<file path="config.mk">
export PLATFORM = sky130hd
export DESIGN_NAME = cmd_parser
export DESIGN_NICKNAME = d
export VERILOG_FILES = /design/src/design/udp_axi_pkg.sv /design/src/design/cmd_parser.sv
export VERILOG_INCLUDE_DIRS = /design/src /design/src/design
export SDC_FILE = /design/constraint.sdc
export NUM_CORES = 1
export LEC_CHECK = 0
export ABC_CLOCK_PERIOD_IN_PS = 2100
export BUFFER_PORTS_ARGS = -buffer_cell sky130_fd_sc_hd__buf_2
export CAP_MARGIN = 20
export CORE_MARGIN = 10
export CORE_UTILIZATION = 42
export CTS_CLUSTER_DIAMETER = 60
export DETAILED_ROUTE_END_ITERATION = 6
export PLACE_DENSITY = 0.79
export SYNTH_ARGS = -nofsm -noshare
export SYNTH_HDL_FRONTEND = slang
export SYNTH_SLANG_ARGS = --single-unit
export TNS_END_PERCENT = 30
</file>
<file path="constraint.sdc">
create_clock -name gmii_rx_clk -period 2.1 [get_ports gmii_rx_clk]
set_input_delay 0.21 -clock gmii_rx_clk [delete_from_list [all_inputs] [get_ports gmii_rx_clk]]
set_output_delay 0.21 -clock gmii_rx_clk [all_outputs]
set_load 0.02 [all_outputs]
</file>
<file path="src/design/udp_axi_config.svh">
`ifndef UDP_AXI_CONFIG_SVH
`define UDP_AXI_CONFIG_SVH

// word and field widths
`define UAB_WORD_W 32   // udp word and axi data
`define UAB_ADDR_W 32   // axi address
`define UAB_ID_W 2      // axi id
`define UAB_LEN_W 8     // burst length in beats minus one

// queue depths
`define UAB_DESC_DEPTH 16    // write-address descriptors
`define UAB_WDATA_DEPTH 512  // payload beats
`define UAB_RESP_DEPTH 16    // response words

// marker byte in bits 31:24 of every response word
`define UAB_MARK_RESP 8'hF0

`endif
</file>
<file path="src/design/udp_axi_pkg.sv">
`include "udp_axi_config.svh"

package udp_axi_pkg;

    typedef logic [`UAB_WORD_W-1:0] udp_word_t;   // one udp word
    typedef logic [`UAB_ADDR_W-1:0] axi_addr_t;
    typedef logic [`UAB_ID_W-1:0]   axi_id_t;
    typedef logic [`UAB_LEN_W-1:0]  axi_len_t;
    typedef logic [1:0]             axi_burst_t;  // fixed, incr, wrap
    typedef logic [1:0]             axi_resp_t;

    // top byte of the first word of a received packet
    typedef enum logic [7:0] {
        mark_cmd   = 8'h00,
        mark_wdata = 8'hFF
    } pkt_mark_t;

    typedef enum logic [1:0] {
        idle,
        cmd,
        wdata
    } parse_state_t;

    typedef struct packed {
        axi_burst_t burst;
        axi_id_t    id;
        axi_len_t   len;
        axi_addr_t  addr;
    } aw_desc_t;  // 44 bits

endpackage

</file>
<file path="src/design/cmd_parser.sv">
module cmd_parser (
    input  logic                   gmii_rx_clk,
    input  logic                   rstn,
    input  logic                   udp_rx_en,
    input  logic                   udp_rx_done,
    input  udp_axi_pkg::udp_word_t udp_rx_data,
    output logic                   desc_push,
    output udp_axi_pkg::aw_desc_t  desc,
    output logic                   wdata_push,
    output udp_axi_pkg::udp_word_t wdata,
    output logic                   wdata_last
);
    import udp_axi_pkg::*;

    parse_state_t state;
    logic         skip;       // drop words of an unknown packet until done
    logic         phase;      // 0 expects high word, 1 expects low word
    udp_word_t    hi_word;    // held high word of the current descriptor
    logic         cmd_word;
    logic         is_write;

    assign cmd_word = udp_rx_en && (state == cmd);

    // opcode 8'h00 with the write flag set goes to the address queue
    assign is_write = (hi_word[31:24] == 8'h00) && hi_word[16];

    // payload words pass straight through to the data queue
    assign wdata_push = udp_rx_en && (state == udp_axi_pkg::wdata);
    assign wdata      = udp_rx_data;
    assign wdata_last = udp_rx_done;

    always_ff @(posedge gmii_rx_clk or negedge rstn) begin
        if (!rstn) begin
            state <= idle;
            skip  <= 1'b0;
            phase <= 1'b0;
        end else if (udp_rx_en) begin
            case (state)
                idle: begin
                    phase <= 1'b0;
                    if (skip) begin
                        skip <= !udp_rx_done;   // resync at end of packet
                    end else if (!udp_rx_done) begin
                        if (udp_rx_data[31:24] == mark_cmd) begin
                            state <= cmd;
                        end else if (udp_rx_data[31:24] == mark_wdata) begin
                            state <= udp_axi_pkg::wdata;
                        end else begin
                            skip <= 1'b1;
                        end
                    end
                end
                cmd: begin
                    if (udp_rx_done) begin
                        state <= idle;
                        phase <= 1'b0;
                    end else begin
                        phase <= !phase;
                    end
                end
                udp_axi_pkg::wdata: begin
                    if (udp_rx_done) begin
                        state <= idle;
                    end
                end
                default: state <= idle;
            endcase
        end
    end

    always_ff @(posedge gmii_rx_clk or negedge rstn) begin
        if (!rstn) begin
            desc_push <= 1'b0;
        end else begin
            desc_push <= cmd_word && phase && is_write;  // one cycle after low word
        end
    end

    always_ff @(posedge gmii_rx_clk) begin
        if (cmd_word && !phase) begin
            hi_word <= udp_rx_data;
        end
        if (cmd_word && phase) begin
            desc.burst <= hi_word[23:22];
            desc.id    <= hi_word[21:20];
            desc.len   <= hi_word[15:8];
            desc.addr  <= udp_rx_data;   // low word is the address
        end
    end

endmodule

</file>
# After elaboration in Yosys (flattened, before gate mapping)
# Cells that the tools add are included.
# totals
reg_bits	81
word_cells	44
# classes
eq_ne	7
muxes	12
n_reduce_logical	16
# ops
cell	count
zero test 8 bit	2
2-to-1 mux 2 bit	5
equality test 8 bit (second input constant)	1
logical AND 1 bit	6
2-to-1 mux 1 bit	5
AND reduction 5 bit	1
inequality test 2 bit (second input constant)	2
one-hot mux 2 bit (2 select lines)	1
AND reduction 2 bit	2
inequality test 3 bit (second input constant)	1
equality test 2 x 1 -> 1 bit (second input constant)	1
equality test 2 bit (second input constant)	1
zero test 1 bit	2
zero test 2 bit	1
inequality test 2 x 1 -> 1 bit (second input constant)	1
one-hot mux 1 bit (2 select lines)	1
nonzero test 2 bit	1
OR reduction 2 bit	1

# Longest topological paths before layout
# logic_depth
ltp_word	6
mapped_depth	5
mapped_depth_nobuf	5

# Worst setup path after synthesis
# OpenSTA, ideal clock, no wires.
# synth_timing
path_type	flip-flop to flip-flop
startpoint	register state[1]
endpoint	register hi_word[10], enable pin
setup_time_ps	399
arrival_time_ps	1566
t_required_ps	1701
path_slack_ps	135
path_stages_with_launch	5
path_buffers	0
period_less_slack_ps	1965
cell_sequence	dfrtp_1 -> inv_1 -> ha_1 -> nand2_1 -> nor2_1
# synth_via
elab_chain_cells	3
# synth_lines
element	line_no	rtl
start, declared	cmd_parser.sv:15	parse_state_t state;
start signal, assigned	cmd_parser.sv:34	state <= idle;
start signal, assigned	cmd_parser.sv:45	state <= cmd;
start signal, assigned	cmd_parser.sv:47	state <= udp_axi_pkg::wdata;
equality test 2 x 1 -> 1 bit	cmd_parser.sv:22	assign cmd_word = udp_rx_en && (state == cmd);
logical AND 1 bit	cmd_parser.sv:22	
logical AND 1 bit	cmd_parser.sv:80	if (cmd_word && !phase) begin
end signal, assigned	cmd_parser.sv:81	hi_word <= udp_rx_data;
end, declared	cmd_parser.sv:18	udp_word_t hi_word;
# No other way between the ends.
# A chain may end at the register's enable or synchronous reset.

# Final worst setup path
# layout_timing
startpoint	register state[0]
endpoint	register state[0]
# layout_via
elab_chain_cells	4
elab_cells_between_ends	10
cone_classes	6 x eq/ne; 1 x mux; 3 x reduce/logical
# layout_lines
element	line_no	rtl
equality test 2 x 1 -> 1 bit or equality test 2 bit (tied branches)	cmd_parser.sv:38	case (state)
OR reduction 2 bit (no line)	--	
inequality test 2 x 1 -> 1 bit (no line)	--	
AND reduction 5 bit (no line)	--	
# Several ways; a longest one is shown, not always the timed one.

==> flow_summary.json <==
{
  "dp_hpwl_mm": 3.94,
  "via_per_inst": 4.56,
  "dp.cells": 298,
  "comb_power_share": 0.055,
  "peakVddDrop_v": 0.000495,
  "pin_count": 115,
  "max_freq_mhz": 577,
  "gr-total-overflow": 0,
  "synth_nets": 179,
  "drc": 0,
  "ys_warn_count": 0,
  "power_density_mw_per_mm2": 870,
  "final_common_cell": "buf_2",
  "hold_viol": 0,
  "power_mw": 2.82,
  "clockBufferDepth": 2,
  "r2r_slack_ns": 0.37,
  "arrival_ns": 1.94,
  "path_max_fanout": 3,
  "finalCritPeriodShare": 0.825,
  "grt_pass1_wl_mm": 7.93,
  "p_leak_nw": 1.30,
  "fp.coreArea_sq_mm": 0.00592,
  "grt_use_total": 0.104,
  "p_sw_uw": 580,
  "tightest_slew_ns": 0.485,
  "via_count": 1436,
  "clock_sinks": 70,
  "gp_congestion": 0.709,
  "crit_path_end_kind": "flop",
  "fin_area_sq_mm": 0.00324,
  "rsz0062_at_grt": "false",
  "first_global_vias": 1539,
  "synth_top_flop_cell": "edfxtp_1",
  "cts_buffers": 9,
  "tns_ns": 0,
  "worst_slack_ns": 0.367,
  "status": "completed",
  "fp.dieArea_sq_mm": 0.00966,
  "drv_slew": 0,
  "async_reset_ff_frac": 0.0714,
  "swShare": 0.206,
  "postPlaceCellArea_sq_mm": 0.00302,
  "final_cell_mix": "buf_2, edfxtp_1, clkbuf_8, nand2_1, dfrtp_1",
  "place_ws_ns": 0.374,
  "cts.hold.buffers_added": 1,
  "syn-instance-count": 140,
  "insertion_delay_ns": 0.33,
  "finalSetupViolations": 0,
  "cts_tree": "yes",
  "dr.pass1.iters": 4,
  "cts_resized": 0,
  "syn_area_sq_mm": 0.00257,
  "hold_path_class": "in2reg",
  "ant_nets": 0,
  "clockPowerShare": 0.404,
  "required_ns": 2.30,
  "worstSetupPathType": "reg2reg",
  "synth-edff-count": 65,
  "finalClockSkew_ns": 0.00933,
  "p_int_mw": 2.24,
  "antenna_found_initial": 0,
  "cts_root_buf": "clkbuf_8",
  "start_util": 0.435,
  "synth.distinct_cells": 24,
  "syn_avg_cell_area_sq_um": 18.4,
  "drive_gt1_frac": 0.563,
  "ys_ff_latch": 70,
  "yosysSeqAreaShare": 0.807,
  "diodes": 0,
  "post-route-min-period_ns": 1.73,
  "nets": 274,
  "drt_wl_total_mm": 5.23,
  "rows": 28,
  "final_cells": 315,
  "die_w_um": 98.3,
  "startpoint_type": "flop",
  "area_delta_synth_final_pct": 26.0,
  "post-cts-setup-buffer-count": 0,
  "wire_per_inst_um": 16.6,
  "path_clk_slew_ns": 0.08,
  "fillCellCount": 488,
  "die_y_um": 98.3,
  "initialDrtViolationCount": 35,
  "slew_headroom": 0.674,
  "seq_power_share": 0.542,
  "io_buffers": 114,
  "grt_max_degree": 46,
  "h-tree-depth": 3,
  "maxCapViolations": 0
}
[per-stage QoR]
stage / hold slack (ns) / util
after floorplan: -0.0856 / -
after global placement: 0.0362 / 0.510
after detailed placement: 0.0368 / 0.510
after CTS: 0.0457 / 0.548
after global routing: 0.0480 / 0.548
final: 0.0621 / 0.548
[critical path: stages (launching register included)]
cell and delay, ns:
dfrtp_1 0.37, inv_1 0.07, ha_1 0.33, or4b_1 0.54, nor3_1 0.19, o22ai_1 0.11
[Yosys cell counts (2+ instances only)]
cell / count / area, sq um
or4b_1: 2 / 20.0
nor3_1: 2 / 10.0
o21ai_0: 3 / 15.0
inv_1: 3 / 11.3
nand4_1: 2 / 12.5
ha_1: 3 / 37.5
and3_2: 2 / 15.0
buf_4: 33 / 248
dfrtp_1: 5 / 125
nor4_1: 3 / 18.8
edfxtp_1: 65 / 1950
nand2_1: 5 / 18.8
[layout make-up]
cell class | count | area, sq um | area share
flip-flops and latches | 70 | 2080 | 0.640
repair buffers | 117 | 608 | 0.187
inverters | 3 | 11.3 | 0.00347
multi-input cells | 34 | 240 | 0.0741
clock inverters | 7 | 88.8 | 0.0274
well taps | 75 | 93.8 | 0.0289
clock buffers | 9 | 124 | 0.0382
[sequential cells by signal, indices dropped and copies added, names as in the netlist]
signal	flops
desc	44
hi_word	21
state	2
desc_push	1
phase	1
skip	1
[power groups by stage]
stage / Combinational (mW) / Clock (mW) / Sequential, mW
final: 0.154 / 1.14 / 1.53
after global routing: 0.169 / 1.22 / 1.53
after CTS: 0.157 / 1.17 / 1.53
after detailed placement: 0.156 / 0 / 1.56
after global placement: 0.151 / 0 / 1.56
after floorplan: 0.109 / 0 / 1.56
[cells by family after synthesis]
kind of cell	synth area share
buffers and inverters	0.101
DFF	0.807
AOI/OAI and AO/OA	0.0229
and+or+nand+nor	0.0549
adders and majority gates	0.0146
[final timing paths]
| check | start | to | depth (start not counted) |
|---|---|---|---|
| worst max-delay path | state[0] | state[0] | 5 |
| worst min-delay path | udp_rx_data[7] | desc[7] | 1 |
| worst max register to register | state[0] | state[0] | 5 |
| worst min register to register | hi_word[29] | desc_push | 1 |
| max in group asynchronous | rstn | desc_push | 2 |
| min in group asynchronous | rstn | phase | 2 |
[metal layers]
metal | up-vias | GRT usage | part of all wire
met5 | - | 0 | 0
met2 | 84 | 0.164 | 0.47
met3 | 12 | 0.0550 | 0.12
met1 | 655 | 0.110 | 0.40
li1 | 685 | - | -
met4 | 0 | 0.0562 | 0.018
No activity file was read; power rests on OpenSTA's default activity.
