$ cat config.mk
export PLATFORM = sky130hd
export DESIGN_NAME = wr_addr_issue
export DESIGN_NICKNAME = d
export VERILOG_FILES = /design/src/design/udp_axi_pkg.sv /design/src/design/wr_addr_issue.sv /design/src/design/sync_fifo.sv
export VERILOG_INCLUDE_DIRS = /design/src /design/src/design
export SDC_FILE = /design/constraint.sdc
export NUM_CORES = 1
export LEC_CHECK = 0
export BUFFER_PORTS_ARGS = -buffer_cell sky130_fd_sc_hd__buf_2
export CORE_ASPECT_RATIO = 1.5
export CORE_MARGIN = 2
export CORE_UTILIZATION = 64
export CTS_BUF_LIST = sky130_fd_sc_hd__clkbuf_8
export DETAILED_ROUTE_END_ITERATION = 6
export PLACE_DENSITY_LB_ADDON = 0.25
export SLEW_MARGIN = 20
export SYNTH_ARGS = -nofsm -noshare
export SYNTH_HDL_FRONTEND = slang
export SYNTH_SLANG_ARGS = --single-unit
$ cat constraint.sdc
create_clock -name gmii_rx_clk -period 5.5 [get_ports gmii_rx_clk]
set_input_delay 1.1 -clock gmii_rx_clk [delete_from_list [all_inputs] [get_ports gmii_rx_clk]]
set_output_delay 1.1 -clock gmii_rx_clk [all_outputs]
set_load 0.01 [all_outputs]
$ cat src/design/udp_axi_config.svh
`ifndef UDP_AXI_CONFIG_SVH
`define UDP_AXI_CONFIG_SVH

// word and field widths
`define UAB_WORD_W 32   // udp word and axi data
`define UAB_ADDR_W 32   // axi address
`define UAB_ID_W 2      // axi id
`define UAB_LEN_W 8     // burst length in beats minus one

// queue depths
`define UAB_DESC_DEPTH 16    // write-address descriptors
`define UAB_WDATA_DEPTH 512  // payload beats
`define UAB_RESP_DEPTH 16    // response words

// marker byte in bits 31:24 of every response word
`define UAB_MARK_RESP 8'hF0

`endif
$ cat src/design/udp_axi_pkg.sv
`include "udp_axi_config.svh"

package udp_axi_pkg;

    typedef logic [`UAB_WORD_W-1:0] udp_word_t;   // one udp word
    typedef logic [`UAB_ADDR_W-1:0] axi_addr_t;
    typedef logic [`UAB_ID_W-1:0]   axi_id_t;
    typedef logic [`UAB_LEN_W-1:0]  axi_len_t;
    typedef logic [1:0]             axi_burst_t;  // fixed, incr, wrap
    typedef logic [1:0]             axi_resp_t;

    // top byte of the first word of a received packet
    typedef enum logic [7:0] {
        mark_cmd   = 8'h00,
        mark_wdata = 8'hFF
    } pkt_mark_t;

    typedef enum logic [1:0] {
        idle,
        cmd,
        wdata
    } parse_state_t;

    typedef struct packed {
        axi_burst_t burst;
        axi_id_t    id;
        axi_len_t   len;
        axi_addr_t  addr;
    } aw_desc_t;  // 44 bits

endpackage

$ cat src/design/wr_addr_issue.sv
`include "udp_axi_config.svh"

module wr_addr_issue (
    input  logic                    gmii_rx_clk,
    input  logic                    rstn,
    input  logic                    desc_push,
    input  udp_axi_pkg::aw_desc_t   desc,
    input  logic                    m_awready,
    output udp_axi_pkg::axi_id_t    m_awid,
    output udp_axi_pkg::axi_addr_t  m_awaddr,
    output udp_axi_pkg::axi_len_t   m_awlen,
    output udp_axi_pkg::axi_burst_t m_awburst,
    output logic                    m_awvalid
);
    import udp_axi_pkg::*;

    localparam int DESC_W = $bits(aw_desc_t);

    aw_desc_t desc_head;
    logic     desc_empty;
    logic     desc_pop;

    // next descriptor only once the previous address has been taken
    assign desc_pop = !desc_empty && !m_awvalid;

    sync_fifo #(
        .WIDTH (DESC_W),
        .DEPTH (`UAB_DESC_DEPTH)
    ) u_desc_fifo (
        .gmii_rx_clk (gmii_rx_clk),
        .rstn        (rstn),
        .push        (desc_push),
        .push_data   (desc),
        .pop         (desc_pop),
        .head        (desc_head),
        .empty       (desc_empty),
        .full        (),
        .count       ()
    );

    always_ff @(posedge gmii_rx_clk or negedge rstn) begin
        if (!rstn) begin
            m_awvalid <= 1'b0;
        end else if (desc_pop) begin
            m_awvalid <= 1'b1;
        end else if (m_awready) begin
            m_awvalid <= 1'b0;   // drop in the cycle after the handshake
        end
    end

    // fields held stable while valid waits for ready
    always_ff @(posedge gmii_rx_clk) begin
        if (desc_pop) begin
            m_awid    <= desc_head.id;
            m_awaddr  <= desc_head.addr;
            m_awlen   <= desc_head.len;
            m_awburst <= desc_head.burst;
        end
    end

endmodule

$ cat src/design/sync_fifo.sv
module sync_fifo #(
    parameter int WIDTH = 32,
    parameter int DEPTH = 16
) (
    input  logic                       gmii_rx_clk,
    input  logic                       rstn,
    input  logic                       push,
    input  logic [WIDTH-1:0]           push_data,
    input  logic                       pop,
    output logic [WIDTH-1:0]           head,
    output logic                       empty,
    output logic                       full,
    output logic [$clog2(DEPTH+1)-1:0] count
);
    localparam int AW = $clog2(DEPTH);
    localparam int CW = $clog2(DEPTH + 1);

    logic [WIDTH-1:0] mem [DEPTH];
    logic [AW-1:0]    wr_ptr;
    logic [AW-1:0]    rd_ptr;
    logic             do_push;
    logic             do_pop;

    assign do_push = push && !full;   // push into a full queue is lost
    assign do_pop  = pop && !empty;
    assign empty   = (count == '0);
    assign full    = (count == CW'(DEPTH));
    assign head    = mem[rd_ptr];     // show-ahead of the oldest entry

    always_ff @(posedge gmii_rx_clk) begin
        if (do_push) begin
            mem[wr_ptr] <= push_data;
        end
    end

    always_ff @(posedge gmii_rx_clk or negedge rstn) begin
        if (!rstn) begin
            wr_ptr <= '0;
            rd_ptr <= '0;
            count  <= '0;
        end else begin
            if (do_push) begin
                wr_ptr <= (wr_ptr == AW'(DEPTH - 1)) ? '0 : wr_ptr + AW'(1);
            end
            if (do_pop) begin
                rd_ptr <= (rd_ptr == AW'(DEPTH - 1)) ? '0 : rd_ptr + AW'(1);
            end
            count <= count + CW'(do_push) - CW'(do_pop);  // both may happen together
        end
    end

endmodule

### Yosys cells after proc, flatten, opt, wreduce, memory -nomap -nowiden

Memory sizes are Yosys's and may differ from the RTL's. A register that Yosys moved wholly into a read port is not among the register bits.
Cells that the tools add are included.

| storage, ports and cells | value |
|---|---|
| bits of input ports | 48 |
| RAM bits | 704 |
| logic and storage cells | 26 |
| register bits after elaboration | 14 |
| output and inout port bits | 45 |
| memories | 1 |

Memories:

| name | words | width | read ports | clocked after memory_dff | write ports | RTL line | RTL |
|---|---|---|---|---|---|---|---|
| u_desc_fifo.mem | 16 | 44 | 1 | 1 | 1 | sync_fifo.sv:18 | `logic [WIDTH-1:0] mem [DEPTH];` |

| cells by class | value |
|---|---|
| add/subtract/negate cells | 4 |
| multiplexer cells | 6 |
| reductions and logical operators | 8 |
| equality and inequality tests | 3 |

Operator list:

| cell | number |
|---|---|
| $add 4x1->4 const B | 2 |
| $eq 4x4->1 const B | 2 |
| $mux 4 | 2 |
| $add 5x1->5 | 1 |
| $eq 5x5->1 const B | 1 |
| $logic_not 5->1 | 1 |
| $sub 5x1->5 | 1 |
| $mux 1 | 4 |
| $logic_and 1x1->1 | 3 |
| $logic_not 1->1 | 3 |
| $reduce_bool 2->1 | 1 |

### Depth between registers and ports, before layout

| logic depth | value |
|---|---|
| word-level depth | 5 |
| mapped depth | 12 |
| depth with buffers taken out | 12 |

### By module

From an unflattened synthesis, not the netlist that was laid out.

| unflattened totals | value |
|---|---|
| cell total of the unflattened synthesis | 1314 |
| area, all modules | 29031.6 µm² |

Modules (own cells, without submodules):

| module | instances | cells each | seq. area each (µm²) | area each (µm²) |
|---|---|---|---|---|
| sync_fifo | 1 | 1267 | 21465.6 | 27671.5 |
| wr_addr_issue | 1 | 47 | 1346.3 | 1360.1 |

### Least setup slack after synthesis

Ideal clock, no wire load.

| path | value |
|---|---|
| path kind | register -> register |
| start | register u_desc_fifo.count[2] |
| end | register u_desc_fifo.count[4] |
| required time | 5.377 ns |
| buffers on the path | 0 |
| arrival | 4.569 ns |
| slack | 0.808 ns |
| stages on the path, launching flop included | 13 |
| period minus slack after synthesis | 4.692 ns |
| setup time | 0.123 ns |
| cells stage by stage | dfrtp_1 -> inv_1 -> ha_1 -> nor3b_1 -> a21oi_1 -> ha_1 -> inv_1 -> ha_1 -> fa_1 -> a21oi_1 -> nor2_1 -> nor2_1 -> xnor2_1 |

| between the ends | value |
|---|---|
| word-level cells in the longest chain between the ends | 5 |
| elaborated cells between the ends (all ways) | 9 |
| classes of those cells | add/sub (2); eq/ne (1); reduce/logical (6) |

RTL lines:

| what | RTL line | RTL |
|---|---|---|
| from (decl) | sync_fifo.sv:13 | `output logic [$clog2(DEPTH+1)-1:0] count` |
| from (signal assigned) | sync_fifo.sv:48 | `count <= count + CW'(do_push) - CW'(do_pop);` |
| $logic_not 5->1 | sync_fifo.sv:26 | `assign empty = (count == '0);` |
| $logic_not 1->1 | wr_addr_issue.sv:24 | `assign desc_pop = !desc_empty && !m_awvalid;` |
| $logic_and 1x1->1 | wr_addr_issue.sv:24 |  |
| net desc_pop | wr_addr_issue.sv:21 | `logic desc_pop;` |
| $logic_and 1x1->1 | sync_fifo.sv:25 | `assign do_pop = pop && !empty;` |
| $sub 5x1->5 | sync_fifo.sv:48 |  |

The timed path passes the listed nets, and every way through them passes these cells.
A chain may end at the register's enable or synchronous reset.

### Worst setup path in the final report

| path | value |
|---|---|
| start | register u_desc_fifo.count[2] |
| end | memory u_desc_fifo.mem[3][39] (netlist name), enable pin |

| between the ends | value |
|---|---|
| word-level cells in the longest chain between the ends | 5 |

RTL lines:

| what | RTL line | RTL |
|---|---|---|
| $eq 5x5->1 | sync_fifo.sv:27 | `assign full = (count == CW'(DEPTH));` |
| $logic_not 1->1 | sync_fifo.sv:24 | `assign do_push = push && !full;` |
| $logic_and 1x1->1 | sync_fifo.sv:24 |  |
| $mux 1 | sync_fifo.sv:31 | `if (do_push) begin` |
| $mux 1 (not written as such) | sync_fifo.sv:32 | `mem[wr_ptr] <= push_data;` |
| to (decl) | sync_fifo.sv:18 |  |

Every way passes these cells.

==> impl_results.md <==
- Core footprint: 44900 um^2
- Antenna-violating nets left: 0
- Remaining Overflow, GRT: 0
- Syn_nets: 1462
- GP Congestion: 0.800
- Setup Skew: 0.0273 ns
- Run status: finished, final reports clean
- Crit path required time: 5.83 ns
- # DRC: 0
- FF+latch count, synth: 762
- Via count: 14408
- Buffers on Ports: 92
- Rel. slew slack: 26.0%
- Max rail drop VDD: 0.583 mV
- Max cap viols: 0
- Pleak: 11.0 nW
- Pwr Total: 16.4 mW
- Final std cells w/o fill: 2217
- Period utilization: 57.4%
- Die width: 178 um
- Top cell type by total area after synthesis: edfxtp_1
- Final hold violations: 0
- Cell family with most CP delay: simple AND/OR/NAND/NOR gates
- Setup_tns: 0 ns
- Critical Path AT: 3.49 ns
- Post-DP HPWL: 34800 um
- Final-report setup violation count: 0
- Initial drt markers: 1614
- Area contributors post-synth: edfxtp_1 77%, mux4_2 6.8%, mux2i_1 6.0%
- Clock sink count: 762
- WS Path Type: reg -> reg
- Inst Count DP: 2032
- Clk Latency, worst-skew pair: 0.68 ns
- CTS max path bufs: 3
- RSZ-0062 raised after global routing: false
- PwrDens: 508 nW/um^2
- Max-slew violation count: 0
- Number of global-route vias before repair: 14819
- Crit-path cells: inv_1 -> ha_1 -> nor3b_1 -> a21boi_0 -> buf_4 -> nor3b_1 -> and2_2 -> buf_4
- Root buffer cell: clkbuf_8
- Critical path endpoint category: register
- Total iterations of the first detailed-routing run: 5
- Dpl ws: 1.95 ns
- CP max-delay cell: and2_2
- PnR worst setup slack: 2.34 ns
- GRT busiest layer: met2
- GRT Resource Usage Total: 26.6%
- Hold-fix buffers at CTS: 0
- Mean Syn Cell Area: 20.8 um^2
- I/O pin count: 93
- Critical path peak fanout: 26
- CTS buffer count: 103
- H-tree depth: 3
- Clock transition at path regs: 0.07 ns
- Mapped cell area: 29200 um^2
- Synth-to-Final Area Change: 10.4%
- Num rows: 95
- Post-detailed-route via-to-cell ratio: 6.50
- Fillers: 2650
- Buf/Inv on CP: 3
- First-pass GRT wire length: 90600 um
- Post-layout min period: 3.16 ns
- Met1 usage: 35.4%
- Met2 GRT Util: 45.1%
- Chip height: 266 um
- Post-CTS sizing: 0
- Synthesis Warnings: 0
- Buffers inserted by post-CTS timing repair: 0
- Worst-Margin Slew: 1.11 ns
- Yosys top cell area share: 76.9%
- Total wire length: 61500 um
- Fmax achieved: 317 MHz
- Initial Utilization: 65.0%
- Synth Instances: 1402
- Share of layout cells above drive strength 1: 23.8%
- Grt met3 use: 4.52%
- CP peak stage delay: 0.79 ns
- Final nets: 1615
- Hold WC Path Type: in -> async
- Distinct cells, synth: 34
- TritonCTS clock tree: built
- Sequential area share after synthesis: 78.1%
- Initial antenna violation count: 4
- Largest net degree at the start of global routing: 96
- Die Footprint: 47400 um^2
- Crit path launch type: register
- Per-cell routed wire length: 27.7 um
==> sequential cells by signal, summed over array words and instances (netlist names) <==
name / cells
m_awvalid: 1
u_desc_fifo.rd_ptr: 4
m_awburst: 2
u_desc_fifo.count: 5
u_desc_fifo.wr_ptr: 4
m_awlen: 8
m_awid: 2
u_desc_fifo.mem: 704
m_awaddr: 32
==> per-stage QoR <==
step	instance area, um^2	hold WS, ns	utilization, %
global route	32200	0.341	71.7
detailed placement	30300	0.569	67.4
floorplan	29200	0.528	-
CTS	32200	0.315	71.7
finish	32200	0.338	71.7
global placement	30300	0.565	67.4
==> cells by family (layout without fill, tap and decap cells) <==
logic type / Yosys count / in the layout / share of synthesized area (%)
buffers and inverters: 90 / 322 / 1.83
AOI/OAI and AO/OA: 190 / 190 / 5.26
muxes: 266 / 266 / 12.9
xor gates and xnor gates: 6 / 6 / 0.180
DFF: 762 / 762 / 78.1
other: 0 / 1 / 0
and+or+nand+nor: 76 / 76 / 1.18
adders and majority gates: 12 / 12 / 0.540
==> routing by layer <==
metal  up-vias  share of wire (%)  wire [um]
li1       6152                  -          -
met1      7454                 38      23100
met2       672                 53      32300
met3       124                7.2       4420
met4         6                2.5       1550
met5         -              0.063         39
==> area by class of cell <==
| type | instances | area (um^2) | share of cell area, % |
|---|---|---|---|
| Tap cell | 582 | 728 | 2.26 |
| Sequential cell | 762 | 22800 | 70.8 |
| Timing Repair Buffer | 123 | 756 | 2.34 |
| Inverter | 15 | 56.3 | 0.175 |
| Multi-Input combinational cell | 550 | 5920 | 18.4 |
| Clock buffer | 106 | 1460 | 4.53 |
| Antenna cell | 1 | 2.50 | 0.00776 |
| Clock inverter | 78 | 483 | 1.50 |
==> report_power, final <==
group / total (mW) / switching [mW] / internal, mW
Sequential: 7.49 / 0.237 / 7.25
Combinational: 4.80 / 2.95 / 1.85
Clock: 4.08 / 2.01 / 2.07
Total: 16.4 / 5.19 / 11.2
==> worst paths after layout <==
path	start	to	slack, ns	cells after the start
setup / recovery	u_desc_fifo.count[2]$_DFF_PN0_	u_desc_fifo.mem[3][39]$_DFFE_PP_	2.34	8
hold / removal	rstn	u_desc_fifo.count[0]$_DFF_PN0_	0.34	1
setup reg to reg	u_desc_fifo.count[2]$_DFF_PN0_	u_desc_fifo.mem[3][39]$_DFFE_PP_	2.34	8
hold reg to reg	m_awvalid$_DFFE_PN0P_	m_awvalid$_DFFE_PN0P_	0.58	1
max in group asynchronous	rstn	u_desc_fifo.rd_ptr[0]$_DFFE_PN0P_	4.83	1
min in group gmii_rx_clk	m_awvalid$_DFFE_PN0P_	m_awvalid$_DFFE_PN0P_	0.58	1
==> cell usage after synthesis <==
library cell    n
edfxtp_1      748
and2_1         13
xor2_1          2
nand2_1        47
buf_1           1
buf_2          14
ha_1           11
nor3b_1         2
a221oi_1       68
inv_2           1
clkbuf_1       27
mux2i_1       176
dfrtp_1        14
fa_1            1
and3_1          1
and3b_1         2
a21boi_0        1
nor2b_1         1
inv_1          14
nor2_1          6
mux4_2         88
a22oi_1        44
a221oi_2       20
xnor2_1         4
o21ai_0        47
a31oi_1         1
a32o_1          1
buf_4          18
nand3_1         4
mux2_2          2
a21o_1          3
buf_6          15
a21oi_1         4
a31o_2          1
==> cells in the final DEF (no fill, tap or decap), types with 2 or more instances in the layout <==
master,count
a21o_1,3
a21oi_1,3
a221oi_1,68
a221oi_2,20
a22oi_1,44
and2_2,12
and3b_1,2
buf_12,5
buf_2,92
buf_4,26
bufinv_16,6
clkbuf_8,106
clkinv_1,29
clkinv_2,16
clkinvlp_4,2
dfrtp_1,10
dfrtp_2,2
dfrtp_4,2
edfxtp_1,748
ha_1,11
inv_1,38
mux2_2,2
mux2i_1,176
mux4_2,88
nand2_1,47
nand3_1,4
nor2_1,2
nor2_4,4
nor3b_1,2
o21ai_0,47
xnor2_1,4
xor2_1,2
(Power assumes the default switching activity.)
